===== config.mk =====
export PLATFORM = sky130hd
export DESIGN_NAME = lease_cache_policy
export DESIGN_NICKNAME = d
export VERILOG_FILES = /design/src/lease_pkg.sv /design/src/cache_geom_pkg.sv /design/src/lease_cache_policy.sv /design/src/lease_policy_fsm.sv /design/src/victim_selector.sv /design/src/lease_register_file.sv /design/src/lease_selector.sv /design/src/lease_lookup_table.sv
export SDC_FILE = /design/constraint.sdc
export NUM_CORES = 1
export LEC_CHECK = 0
export ABC_AREA = 1
export BUFFER_PORTS_ARGS = -buffer_cell sky130_fd_sc_hd__buf_2
export CAP_MARGIN = 20
export CORE_ASPECT_RATIO = 1.5
export CORE_MARGIN = 5
export CORE_UTILIZATION = 55
export CTS_CLUSTER_SIZE = 14
export DETAILED_ROUTE_END_ITERATION = 7
export PLACE_DENSITY = 0.72
export SYNTH_ARGS = -nofsm -noshare
export SYNTH_HDL_FRONTEND = slang
export SYNTH_HIERARCHICAL = 1
export SYNTH_SLANG_ARGS = --single-unit

===== constraint.sdc =====
create_clock -name clock_i -period 4.8 [get_ports clock_i]
set_clock_uncertainty 0.05 [all_clocks]
set_input_delay 0.48 -clock clock_i [delete_from_list [all_inputs] [get_ports clock_i]]
set_output_delay 0.48 -clock clock_i [all_outputs]
set_load 0.01 [all_outputs]

===== src/lease_pkg.sv =====
/* lease widths, config register map and the host write word
   the write word is decoded as a table entry or as a config value */
package lease_pkg;

	localparam int lease_bw    = 8;  // lease counter width
	localparam int prob_bw     = 8;  // dual lease threshold, compared with an lfsr byte
	localparam int ref_bw      = 16; // reference address
	localparam int llt_entries = 8;
	localparam int llt_idx_bw  = 3;
	localparam int wr_addr_bw  = 4;  // host write address

	// config register map
	// ------------------------------
	localparam logic [wr_addr_bw-1:0] cfg_default_lease = 4'd0; // lease on a table miss
	localparam logic [wr_addr_bw-1:0] cfg_lease1        = 4'd1; // second lease of the dual ref
	localparam logic [wr_addr_bw-1:0] cfg_dual_prob     = 4'd2; // threshold for the table lease
	localparam logic [wr_addr_bw-1:0] cfg_dual_ref      = 4'd3;

	// host write word, same 32 bits seen two ways
	typedef union packed {
		struct packed {
			logic [ref_bw-1:0]   ref_addr; // reference this entry answers
			logic [7:0]          rsvd;
			logic [lease_bw-1:0] lease;
		} entry;
		struct packed {
			logic [15:0] rsvd;
			logic [15:0] value;            // low bits used per register
		} cfg;
	} lease_word_u;

endpackage


===== src/cache_geom_pkg.sv =====
/* cache geometry for the lease replacement policy
   a line address is {way, set}, so the set sits in the low bits */
package cache_geom_pkg;

	localparam int n_lines = 16; // lines in the whole cache
	localparam int n_ways  = 4;  // ways per set
	localparam int n_sets  = 4;

	// address field widths
	localparam int line_bw = 4;
	localparam int way_bw  = 2;  // upper bits of a line address
	localparam int set_bw  = 2;  // lower bits of a line address

endpackage

===== src/lease_cache_policy.sv =====
/* lease based replacement policy, top level
   host writes the table and config, the cache controller sends hits and misses */
module lease_cache_policy (
	input  logic                               clock_i,
	input  logic                               resetn_i,
	input  logic                               llt_wren_i,  // table write
	input  logic                               cfg_wren_i,  // config write
	input  logic [lease_pkg::wr_addr_bw-1:0]   wr_addr_i,
	input  lease_pkg::lease_word_u             wr_data_i,
	input  logic                               req_valid_i,
	input  logic                               req_hit_i,
	input  logic [cache_geom_pkg::line_bw-1:0] req_line_i,
	input  logic [lease_pkg::ref_bw-1:0]       req_ref_i,
	output logic                               req_ready_o,
	output logic                               rsp_valid_o,
	output logic [cache_geom_pkg::line_bw-1:0] rsp_line_o,
	output logic                               rsp_swap_o,
	output logic                               rsp_default_o,
	output logic                               rsp_expired_o,
	output logic                               rsp_multi_o,
	output logic                               rsp_random_o,
	input  logic                               rsp_ready_i
);

	logic                               table_hit, sel_default, decay, renew, draw, alloc;
	logic [lease_pkg::lease_bw-1:0]     table_lease, sel_lease, renew_lease;
	logic [cache_geom_pkg::line_bw-1:0] renew_line, victim_line;
	logic [cache_geom_pkg::n_lines-1:0] expired;
	logic                               vic_expired, vic_multi, vic_random;
	logic [cache_geom_pkg::set_bw-1:0]  set_q; // set of the miss in flight

	// set index from the low line bits, held past acceptance for the victim lookup
	always_ff @(posedge clock_i) begin
		if (req_valid_i && req_ready_o) set_q <= req_line_i[cache_geom_pkg::set_bw-1:0];
	end

	// submodules ------------------------------
	lease_lookup_table lease_lookup_table_inst (
		.clock_i, .resetn_i, .wren_i(llt_wren_i),
		.addr_i(wr_addr_i[lease_pkg::llt_idx_bw-1:0]), .data_i(wr_data_i),
		.search_ref_i(req_ref_i), .hit_o(table_hit), .lease_o(table_lease));

	lease_selector lease_selector_inst (
		.clock_i, .resetn_i, .cfg_wren_i, .cfg_addr_i(wr_addr_i), .cfg_data_i(wr_data_i),
		.ref_i(req_ref_i), .table_hit_i(table_hit), .table_lease_i(table_lease),
		.draw_i(draw), .lease_o(sel_lease), .default_o(sel_default));

	lease_register_file lease_register_file_inst (
		.clock_i, .resetn_i, .decay_i(decay), .renew_i(renew),
		.renew_line_i(renew_line), .renew_lease_i(renew_lease), .expired_o(expired));

	victim_selector victim_selector_inst (
		.clock_i, .resetn_i, .set_i(set_q), .expired_i(expired), .alloc_i(alloc),
		.victim_line_o(victim_line), .expired_o(vic_expired), .multi_o(vic_multi),
		.random_o(vic_random));

	lease_policy_fsm lease_policy_fsm_inst (
		.clock_i, .resetn_i, .req_valid_i, .req_hit_i, .req_line_i, .req_ready_o,
		.rsp_valid_o, .rsp_line_o, .rsp_swap_o, .rsp_default_o, .rsp_expired_o,
		.rsp_multi_o, .rsp_random_o, .rsp_ready_i,
		.lease_i(sel_lease), .default_i(sel_default), .victim_line_i(victim_line),
		.victim_expired_i(vic_expired), .victim_multi_i(vic_multi),
		.victim_random_i(vic_random), .decay_o(decay), .renew_o(renew),
		.renew_line_o(renew_line), .renew_lease_o(renew_lease), .draw_o(draw),
		.alloc_o(alloc));

endmodule


===== src/lease_policy_fsm.sv =====
/* sequences requests into lease decay, renewal and victim draws
   and holds the miss response until the host takes it */
module lease_policy_fsm (
	input  logic                               clock_i,
	input  logic                               resetn_i,
	input  logic                               req_valid_i,
	input  logic                               req_hit_i,
	input  logic [cache_geom_pkg::line_bw-1:0] req_line_i,
	output logic                               req_ready_o,
	output logic                               rsp_valid_o,
	output logic [cache_geom_pkg::line_bw-1:0] rsp_line_o,
	output logic                               rsp_swap_o,
	output logic                               rsp_default_o,
	output logic                               rsp_expired_o,
	output logic                               rsp_multi_o,
	output logic                               rsp_random_o,
	input  logic                               rsp_ready_i,
	input  logic [lease_pkg::lease_bw-1:0]     lease_i,          // lease of the current ref
	input  logic                               default_i,
	input  logic [cache_geom_pkg::line_bw-1:0] victim_line_i,
	input  logic                               victim_expired_i,
	input  logic                               victim_multi_i,
	input  logic                               victim_random_i,
	output logic                               decay_o,
	output logic                               renew_o,
	output logic [cache_geom_pkg::line_bw-1:0] renew_line_o,
	output logic [lease_pkg::lease_bw-1:0]     renew_lease_o,
	output logic                               draw_o,
	output logic                               alloc_o
);

	localparam logic [1:0] st_idle     = 2'd0;
	localparam logic [1:0] st_generate = 2'd1; // victim lookup for a swap miss
	localparam logic [1:0] st_respond  = 2'd2;

	logic [1:0]                     state_q;
	logic                           followup_q;    // next accepted hit is the fill
	logic [lease_pkg::lease_bw-1:0] saved_lease_q; // lease for the filled line
	logic                           accept;
	logic                           fill;

	assign req_ready_o = (state_q == st_idle);
	assign accept      = req_valid_i && req_ready_o;
	assign fill        = accept && req_hit_i && followup_q;

	// strobes out ------------------------------
	assign decay_o       = accept && !fill;      // fill hit leaves the others alone
	assign draw_o        = accept && !fill;
	assign renew_o       = accept && req_hit_i;
	assign renew_line_o  = req_line_i;
	assign renew_lease_o = followup_q ? saved_lease_q : lease_i;
	assign alloc_o       = (state_q == st_generate);

	always_ff @(posedge clock_i) begin
		if (!resetn_i) begin
			state_q       <= st_idle;
			followup_q    <= 1'b0;
			rsp_valid_o   <= 1'b0;
			rsp_swap_o    <= 1'b0;
			rsp_default_o <= 1'b0;
			rsp_expired_o <= 1'b0;
			rsp_multi_o   <= 1'b0;
			rsp_random_o  <= 1'b0;
		end else begin
			case (state_q)
				st_idle: begin
					if (accept && req_hit_i) begin
						followup_q <= 1'b0;
					end else if (accept) begin
						rsp_default_o <= default_i;
						rsp_expired_o <= 1'b0;
						rsp_multi_o   <= 1'b0;
						rsp_random_o  <= 1'b0;
						if (lease_i != '0) begin
							saved_lease_q <= lease_i;
							followup_q    <= 1'b1;
							state_q       <= st_generate;
						end else begin
							// zero lease: just service it, nothing allocated
							rsp_valid_o <= 1'b1;
							rsp_swap_o  <= 1'b0;
							rsp_line_o  <= req_line_i;
							state_q     <= st_respond;
						end
					end
				end
				st_generate: begin
					rsp_valid_o   <= 1'b1;
					rsp_swap_o    <= 1'b1;
					rsp_line_o    <= victim_line_i;
					rsp_expired_o <= victim_expired_i;
					rsp_multi_o   <= victim_multi_i;
					rsp_random_o  <= victim_random_i;
					state_q       <= st_respond;
				end
				default: begin // st_respond, wait for the host
					if (rsp_ready_i) begin
						rsp_valid_o <= 1'b0;
						state_q     <= st_idle;
					end
				end
			endcase
		end
	end

	// response holds under back-pressure
	assert property (@(posedge clock_i) disable iff (!resetn_i)
		rsp_valid_o && !rsp_ready_i |=> rsp_valid_o && $stable({rsp_line_o, rsp_swap_o,
			rsp_default_o, rsp_expired_o, rsp_multi_o, rsp_random_o}))
		else $error("response changed while stalled");

	// a miss blocks the request channel up to its response transfer
	assert property (@(posedge clock_i) disable iff (!resetn_i)
		accept && !req_hit_i |=> !req_ready_o until_with (rsp_valid_o && rsp_ready_i))
		else $error("request accepted while a response was pending");

endmodule


===== src/victim_selector.sv =====
/* picks the line to replace in the requested set
   cold-start fill first, then lowest expired way, then a random way */
module victim_selector (
	input  logic                               clock_i,
	input  logic                               resetn_i,
	input  logic [cache_geom_pkg::set_bw-1:0]  set_i,
	input  logic [cache_geom_pkg::n_lines-1:0] expired_i,
	input  logic                               alloc_i,       // victim is taken this cycle
	output logic [cache_geom_pkg::line_bw-1:0] victim_line_o,
	output logic                               expired_o,
	output logic                               multi_o,
	output logic                               random_o
);

	logic [cache_geom_pkg::way_bw-1:0] cold_way_q [cache_geom_pkg::n_sets]; // next way to fill
	logic [cache_geom_pkg::n_sets-1:0] full_q;    // set done with cold start
	logic [3:0]                        lfsr_q;    // x^4+x^3+1
	logic [cache_geom_pkg::n_ways-1:0] set_exp;   // expired flags of the requested set
	logic [cache_geom_pkg::way_bw-1:0] exp_way;
	logic [cache_geom_pkg::way_bw-1:0] way;
	logic                              set_full;
	logic                              any_exp;

	// gather the set's ways out of the line vector and encode the lowest
	always_comb begin
		exp_way = '0;
		for (int w = cache_geom_pkg::n_ways - 1; w >= 0; w--) begin
			set_exp[w] = expired_i[w * cache_geom_pkg::n_sets + set_i];
			if (set_exp[w]) exp_way = w[cache_geom_pkg::way_bw-1:0];
		end
	end

	assign set_full = full_q[set_i];
	assign any_exp  = |set_exp;

	always_comb begin
		if (!set_full) way = cold_way_q[set_i];
		else if (any_exp) way = exp_way;
		else way = lfsr_q[cache_geom_pkg::way_bw-1:0]; // random fallback
	end

	assign victim_line_o = {way, set_i};
	assign expired_o     = set_full && any_exp;
	assign multi_o       = expired_o && ((set_exp & (set_exp - 1'b1)) != '0); // 2+ bits set
	assign random_o      = set_full && !any_exp;

	always_ff @(posedge clock_i) begin
		if (!resetn_i) begin
			for (int s = 0; s < cache_geom_pkg::n_sets; s++) cold_way_q[s] <= '0;
			full_q <= '0;
			lfsr_q <= 4'b1001;
		end else if (alloc_i) begin
			if (!set_full) begin
				cold_way_q[set_i] <= cold_way_q[set_i] + 1'b1;
				if (cold_way_q[set_i] == '1) full_q[set_i] <= 1'b1; // last way handed out
			end else if (random_o) begin
				lfsr_q <= {lfsr_q[2:0], lfsr_q[3] ^ lfsr_q[2]}; // only random picks consume it
			end
		end
	end

	// at each pick a full set has wrapped its cold-start count back to way 0
	// and the random lfsr has not locked up at zero
	assert property (@(posedge clock_i) disable iff (!resetn_i)
		alloc_i |-> (lfsr_q != '0) && (!set_full || (cold_way_q[set_i] == '0)))
		else $error("cold-start count out of step with the full flag or lfsr stuck at zero");

endmodule


===== src/lease_register_file.sv =====
/* one lease counter per cache line
   decays on every non-fill access, reloads on renew, zero means expired */
module lease_register_file (
	input  logic                                clock_i,
	input  logic                                resetn_i,
	input  logic                                decay_i,
	input  logic                                renew_i,
	input  logic [cache_geom_pkg::line_bw-1:0]  renew_line_i,
	input  logic [lease_pkg::lease_bw-1:0]      renew_lease_i,
	output logic [cache_geom_pkg::n_lines-1:0]  expired_o
);

	logic [lease_pkg::lease_bw-1:0] lease_q [cache_geom_pkg::n_lines];

	always_ff @(posedge clock_i) begin
		if (!resetn_i) begin
			for (int i = 0; i < cache_geom_pkg::n_lines; i++) lease_q[i] <= '0;
		end else begin
			// decay saturates at zero
			for (int i = 0; i < cache_geom_pkg::n_lines; i++) begin
				if (decay_i && (lease_q[i] != '0)) lease_q[i] <= lease_q[i] - 1'b1;
			end
			if (renew_i) lease_q[renew_line_i] <= renew_lease_i; // later assignment, beats decay
		end
	end

	always_comb begin
		for (int i = 0; i < cache_geom_pkg::n_lines; i++) expired_o[i] = (lease_q[i] == '0);
	end

endmodule


===== src/lease_selector.sv =====
/* config registers and lease choice for the current reference
   the dual ref picks between the table lease and lease1 with an lfsr byte */
module lease_selector (
	input  logic                             clock_i,
	input  logic                             resetn_i,
	input  logic                             cfg_wren_i,
	input  logic [lease_pkg::wr_addr_bw-1:0] cfg_addr_i,
	input  lease_pkg::lease_word_u           cfg_data_i,
	input  logic [lease_pkg::ref_bw-1:0]     ref_i,
	input  logic                             table_hit_i,
	input  logic [lease_pkg::lease_bw-1:0]   table_lease_i,
	input  logic                             draw_i,       // step the lfsr
	output logic [lease_pkg::lease_bw-1:0]   lease_o,
	output logic                             default_o     // default lease was used
);

	logic [lease_pkg::lease_bw-1:0] default_lease_q;
	logic [lease_pkg::lease_bw-1:0] lease1_q;
	logic [lease_pkg::prob_bw-1:0]  thresh_q;   // table lease while lfsr < thresh
	logic [lease_pkg::ref_bw-1:0]   dual_ref_q;
	logic [lease_pkg::prob_bw-1:0]  lfsr_q;     // galois, taps 8'hb8
	logic                           dual_hit;

	always_ff @(posedge clock_i) begin
		if (!resetn_i) begin
			default_lease_q <= '0;
			lease1_q        <= '0;
			thresh_q        <= '0;
			dual_ref_q      <= '0;
			lfsr_q          <= 8'hA1;
		end else begin
			if (cfg_wren_i) begin
				case (cfg_addr_i)
					lease_pkg::cfg_default_lease: default_lease_q <= cfg_data_i.cfg.value[7:0];
					lease_pkg::cfg_lease1:        lease1_q        <= cfg_data_i.cfg.value[7:0];
					lease_pkg::cfg_dual_prob:     thresh_q        <= cfg_data_i.cfg.value[7:0];
					lease_pkg::cfg_dual_ref:      dual_ref_q      <= cfg_data_i.cfg.value;
					default: ;                    // unmapped address, ignored
				endcase
			end
			if (draw_i) lfsr_q <= {1'b0, lfsr_q[7:1]} ^ (lfsr_q[0] ? 8'hB8 : 8'h00);
		end
	end

	assign dual_hit = table_hit_i && (ref_i == dual_ref_q);

	always_comb begin
		if (!table_hit_i) lease_o = default_lease_q;
		else if (dual_hit && (lfsr_q >= thresh_q)) lease_o = lease1_q; // threshold 0 -> always lease1
		else lease_o = table_lease_i;
	end
	assign default_o = !table_hit_i;

endmodule


===== src/lease_lookup_table.sv =====
/* host written table of reference -> lease, searched in parallel
   the lowest matching entry wins */
module lease_lookup_table (
	input  logic                             clock_i,
	input  logic                             resetn_i,
	input  logic                             wren_i,       // host write strobe
	input  logic [lease_pkg::llt_idx_bw-1:0] addr_i,       // entry to write
	input  lease_pkg::lease_word_u           data_i,
	input  logic [lease_pkg::ref_bw-1:0]     search_ref_i,
	output logic                             hit_o,
	output logic [lease_pkg::lease_bw-1:0]   lease_o
);

	logic [lease_pkg::llt_entries-1:0] valid_q;
	logic [lease_pkg::ref_bw-1:0]      ref_q   [lease_pkg::llt_entries];
	logic [lease_pkg::lease_bw-1:0]    lease_q [lease_pkg::llt_entries];
	logic [lease_pkg::llt_entries-1:0] match;  // one bit per valid entry hitting the search

	always_ff @(posedge clock_i) begin
		if (!resetn_i) begin
			valid_q <= '0;
			for (int i = 0; i < lease_pkg::llt_entries; i++) begin
				ref_q[i]   <= '0;
				lease_q[i] <= '0;
			end
		end else if (wren_i) begin
			valid_q[addr_i] <= 1'b1;                    // a written entry is live
			ref_q[addr_i]   <= data_i.entry.ref_addr;
			lease_q[addr_i] <= data_i.entry.lease;
		end
	end

	// parallel compare, then walk down so the lowest index ends up in lease_o
	always_comb begin
		lease_o = '0;
		for (int i = lease_pkg::llt_entries - 1; i >= 0; i--) begin
			match[i] = valid_q[i] && (ref_q[i] == search_ref_i);
			if (match[i]) lease_o = lease_q[i];
		end
	end
	assign hit_o = |match;

	// the host should never load the same reference twice
	assert property (@(posedge clock_i) disable iff (!resetn_i) $onehot0(match))
		else $error("lease table holds duplicate references");

endmodule


# Word-level counts from Yosys, hierarchy flattened
# Memory sizes are Yosys's and may differ from the RTL's. A register that Yosys moved wholly into a read port is not among the register bits.
# Cells that the tools add are included.
[classes]
addsub = 21
n_lt_le_gt_ge = 9
eq_ne = 17
muxes = 143
bitwise_logic = 23
n_reduce_logical = 97
[op_table]
columns = ["operator", "n"]
rows = [
  ["2-to-1 mux 8 bit", 29],
  ["== test 16 bit", 9],
  ["nonzero test 8 bit", 17],
  ["zero test 8 bit", 16],
  ["subtractor 8 x 1 -> 8 bit, second input constant", 16],
  ["< comparator 32 x 5 -> 1 bit, second input constant", 3],
  ["2-to-1 mux 1 bit", 81],
  ["logical AND 1 bit", 35],
  ["2-to-1 mux 2 bit", 13],
  ["AND reduction 3 bit", 6],
  ["2-to-1 mux 16 bit", 1],
  ["bitwise OR 1 bit", 16],
  ["OR reduction 16 bit", 1],
  ["OR reduction 8 bit", 2],
  ["binary-select mux 1 bit (select 4 bit)", 3],
  ["2-to-1 mux 4 bit", 3],
  ["adder 4 x 2 -> 5 bit, first input constant", 2],
  ["case mux 1 bit (2 select lines)", 5],
  ["AND reduction 5 bit", 2],
  ["== test 4 x 2 -> 1 bit, second input constant", 2],
  ["greater-or-equal comparator 8 bit", 1],
  ["bitwise OR 8 bit", 1],
  ["case mux 4 bit (2 select lines)", 1],
  ["AND reduction 2 bit", 4],
  ["other kinds (31)", 41],
]
[word_totals]
register_bits = 87
mem_bits_rw = 328
n_memories = 4
[memory_table]
columns = ["name", "words", "word_bits", "rd", "rd_ports_with_merged_regs", "wr", "line", "text"]
rows = [
  ["lease_lookup_table_inst.ref_q", 8, 16, 8, 0, 8, "lease_lookup_table.sv:15", "logic [lease_pkg::ref_bw-1:0] ref_q [lease_pkg::llt_entries];"],
  ["lease_register_file_inst.lease_q", 16, 8, 16, 0, 17, "lease_register_file.sv:13", "logic [lease_pkg::lease_bw-1:0] lease_q [cache_geom_pkg::n_lines];"],
  ["lease_lookup_table_inst.lease_q", 8, 8, 8, 0, 8, "lease_lookup_table.sv:16", "logic [lease_pkg::lease_bw-1:0] lease_q [lease_pkg::llt_entries];"],
  ["victim_selector_inst.cold_way_q", 4, 2, 1, 1, 4, "victim_selector.sv:15", "logic [cache_geom_pkg::way_bw-1:0] cold_way_q [cache_geom_pkg::n_sets];"],
]

# Longest topological paths before layout
# An unclocked memory read counts as a cell.
[logic_depth]
depth_word = 18
depth_mapped = 27
ltp_nobuf = 25

# Cells and area by module
# The synthesis kept the hierarchy.
[by_module_without_submodules]
columns = ["mod", "instances", "cells_per_inst", "area_each_um2"]
rows = [
  ["lease_lookup_table", 1, 1039, 9741.8],
  ["lease_register_file", 1, 1055, 8535.7],
  ["lease_selector", 1, 357, 2459.9],
  ["victim_selector", 1, 159, 1129.8],
  ["lease_policy_fsm", 1, 102, 984.7],
  ["lease_cache_policy", 1, 4, 67.6],
]

# Worst setup path before layout
# OpenSTA, ideal clock, no wires.
[synth_timing]
path_kind = "input -> register"
startpoint = "input port req_ref_i[12] (netlist name)"
endpoint = "memory lease_register_file_inst/lease_q[12][7] (netlist name), data pin"
setup_time_ps = 253
arrival_time_ps = 3255
required_time_ps = 4497
slack_ps = 1242
path_stages = 21
path_buffers = 5
path_cell_list = "buf_4 > or2_2 > a221oi_2 > nand3_2 > buf_4 > nand4_1 > buf_6 > inv_6 > nor2_4 > nand3_2 > nor2_4 > nand2_2 > nor2_8 > nand3_1 > nand3_1 > nand2_1 > mux2_2 > clkbuf_1 > clkbuf_1 > nand2_1 > nand2_1"
[synth_lines]
columns = ["item", "line", "text"]
rows = [
  ["start: declaration", "lease_cache_policy.sv:13", "input logic [lease_pkg::ref_bw-1:0] req_ref_i,"],
  ["end: declaration", "lease_register_file.sv:13", ""],
]

==> run_results.csv <==
group,metric,value,unit
run_status,outcome,"completed",
timing,hold_ws,0.145,ns
grt,grt-ovfl-total,0,
synth,synth_area_leaders,"edfxtp_1 (45%), nand2_1 (12%), nor2_1 (7.8%), dfxtp_1 (6.4%), inv_1 (4.5%)",
timing,rsz0062_at_grt,"false",
clock_network,cts_hold_buf,0,
critical_path,critical_path.max_fanout,11,
synth,syn_area,22900,µm²
synth,synth_nets,2820,
drt,drtAntennaViolNets,0,
timing,tightest_slew,1.08,ns
clock_network,cts.sinks,415,
finish,area_delta_synth_final,9.77,%
timing,finalSetupViolations,0,
synth,syn_area_per_cell,8.44,µm²
drt,drc_errors,0,
drt,vias,18286,
grt,grt_usage,28.4,%
synth,synth-seq-cells,415,
drt,wl,65.8,mm
critical_path,max_stage_delay,0.53,ns
timing,min_period_over_period,86.7,%
placed_design,globalplace.congestion,1.11,
finish,n_fill_cell,3637,
finish,final_common_cell,"nand2_1",
floorplan,initial_utilization,55.6,%
clock_network,clkTransAtPathRegs,0.06,ns
clock_network,cts_buffers,41,
synth,ys_seq_area_share,51.2,%
synth,synthCells,2716,
grt,grt_pass1_wl,99.7,mm
floorplan,coreArea,41200,µm²
timing,slew_violations,0,
grt,grt_max_degree,54,
critical_path,crit_path_end_kind,"flip-flop",
critical_path,start_kind,"flip-flop",
finish,n_antenna_cell,0,
clock_network,clock_latency,0.56,ns
clock_network,cts_resized,0,
critical_path,crit_type,"reg -> reg",
critical_path,crit_path_frequent_cell,"nor2_1",
timing,layout_min_cycle_time,4.16,ns
pwr,power.leakage,11.1,nW
floorplan,rows,91,
clock_network,clk_path_buf_depth,3,
flow_run,cap_viol_max_count,0,
drt,drtIter0Drc,1187,
floorplan,die_area,45900,µm²
pwr,p_total,10.0,mW
timing,finalSetupTns,0,ns
critical_path,cp.required,4.92,ns
floorplan,die_y,260,µm
placed_design,io_buffers,73,
timing,max_freq,240,MHz
finish,final_nets,2893,
grt,grt_antenna_before_repair,2,
pwr,powerDensity,398,nW/µm²
pwr,ir_worst_vdd,0.000322,V
timing,slew_headroom,28.0,%
synth,netlist.top_cell.by_area,"edfxtp_1",
finish,layout-drive-gt1-share,11.7,%
clock_network,cts_setup_buffers,0,
timing,finalHoldViolCount,0,
critical_path,slowest_stage,"nor2_1",
clock_network,root_buffer,"clkbuf_16",
synth,yosysWarnings,6,
drt,via_per_inst,5.41,
finish,final_cell_mix,"nand2_1 (746), nor2_1 (474), edfxtp_1 (342)",
critical_path,worst_path_dominant_cell_family,"simple AND/OR/NAND/NOR gates",
worst_hold_path,hold_path.class,"in -> reg",
floorplan,io_pins,74,
floorplan,dieWidth,177,µm
critical_path,crit_arrival,4.28,ns
grt,grt_pass1_vias,18201,
critical_path,crit_buf_inv,1,
clock_network,htree_levels,2,
drt,first_pass_iters,7,
drt,wl_per_cell,19.5,µm
synth,synth_top_area_share,44.8,%
clock_network,cts_tree,"built",
placed_design,hpwl,48.9,mm
critical_path,crit_path_cell_trace,"xnor2_1 -> nand3_1 -> nor2_1 -> nand3_2 -> nand2_8 -> nor3b_1 -> nand4_1 -> inv_6 -> nor2_4 -> nand3_2 -> nor2_4 -> nand4_2 -> nand2_1 -> nand3_1 -> nand2_1 -> nor2_1 -> nand2_1 -> nor2_1 -> nor2_1",
synth,synth.distinct_cells,53,
==> synth_stat cells (all sizes together) <==
cell type	n
and3	2
clkbuf	38
a22oi	2
dfxtp	73
nor3b	2
a21o	3
a22o	5
edfxtp	342
or2	13
xor2	50
nor2	514
nand2	790
nand2b	1
o21ai	124
ha	41
clkinv	5
a211oi	1
mux2	8
nand3	117
nor3	15
a221oi	3
buf	37
nand4	17
o221ai	1
o21bai	4
o211ai	4
inv	314
xnor2	66
a21oi	74
o22ai	50
==> final cells by class <==
class                   count  area, µm²  area share (%)
flip-flops and latches    415      11700            46.6
multi-input cells        1907       9530            37.9
inverters                 319       1210            4.79
clock buffers              60       1180            4.69
well taps                 558        698            2.78
repair buffers            105        608            2.42
clock inverters            16        208           0.826
==> path summary, 6_finish.rpt <==
path	from	to	slack (ns)	cells after the start
setup / recovery	lease_lookup_table_inst/ref_q[2][4]	lease_policy_fsm_inst/saved_lease_q[3]	0.64	19
hold / removal	req_line_i[1]	set_q[1]	0.15	1
setup reg to reg	lease_lookup_table_inst/ref_q[2][4]	lease_policy_fsm_inst/saved_lease_q[3]	0.64	19
hold reg to reg	lease_lookup_table_inst/valid_q[5]	lease_lookup_table_inst/valid_q[5]	0.40	2
==> sequential cells by signal, summed over array words and instances, names as in the netlist, 8 cells and up <==
register and flops:
lease_lookup_table_inst/ref_q 128, lease_register_file_inst/lease_q 128, lease_lookup_table_inst/lease_q 64, lease_selector_inst/dual_ref_q 16
lease_lookup_table_inst/valid_q 8, lease_policy_fsm_inst/saved_lease_q 8, lease_selector_inst/default_lease_q 8, lease_selector_inst/lease1_q 8
lease_selector_inst/lfsr_q 8, lease_selector_inst/thresh_q 8, victim_selector_inst/cold_way_q 8
==> where the power goes <==
part           internal, mW  switching [mW]
sequential             4.40           0.293
combinational         0.671            1.31
clock                  1.98            1.36
total                  7.05            2.96
==> cell families after synthesis <==
group           synth area share [%]
flops                           51.2
simple gates                    27.8
buf+inv                         7.31
mux                            0.393
fa+ha+maj                       2.24
xor+xnor                        4.43
compound gates                  6.61
==> per-stage QoR <==
step                      utilization [%]  setup WS [ns]  cells  cell area, µm²
after global placement               57.7          0.530   3304           23800
after global routing                 61.0          0.405   3380           25200
after floorplan                         -           1.24   2716           22900
final                                61.0          0.640   3380           25200
after CTS                            61.0          0.753   3380           25200
after detailed placement             57.7          0.386   3304           23800
==> metal layers <==
layer	part of all wire, %	wire length (µm)	vias up	global-route usage, %
li1	-	-	8886	-
met1	33	21800	8471	28.2
met2	53	35100	676	53.7
met3	5.1	3340	253	3.26
met4	8.5	5610	0	20.2
met5	0	0	-	0
(Power assumes the default switching activity.)
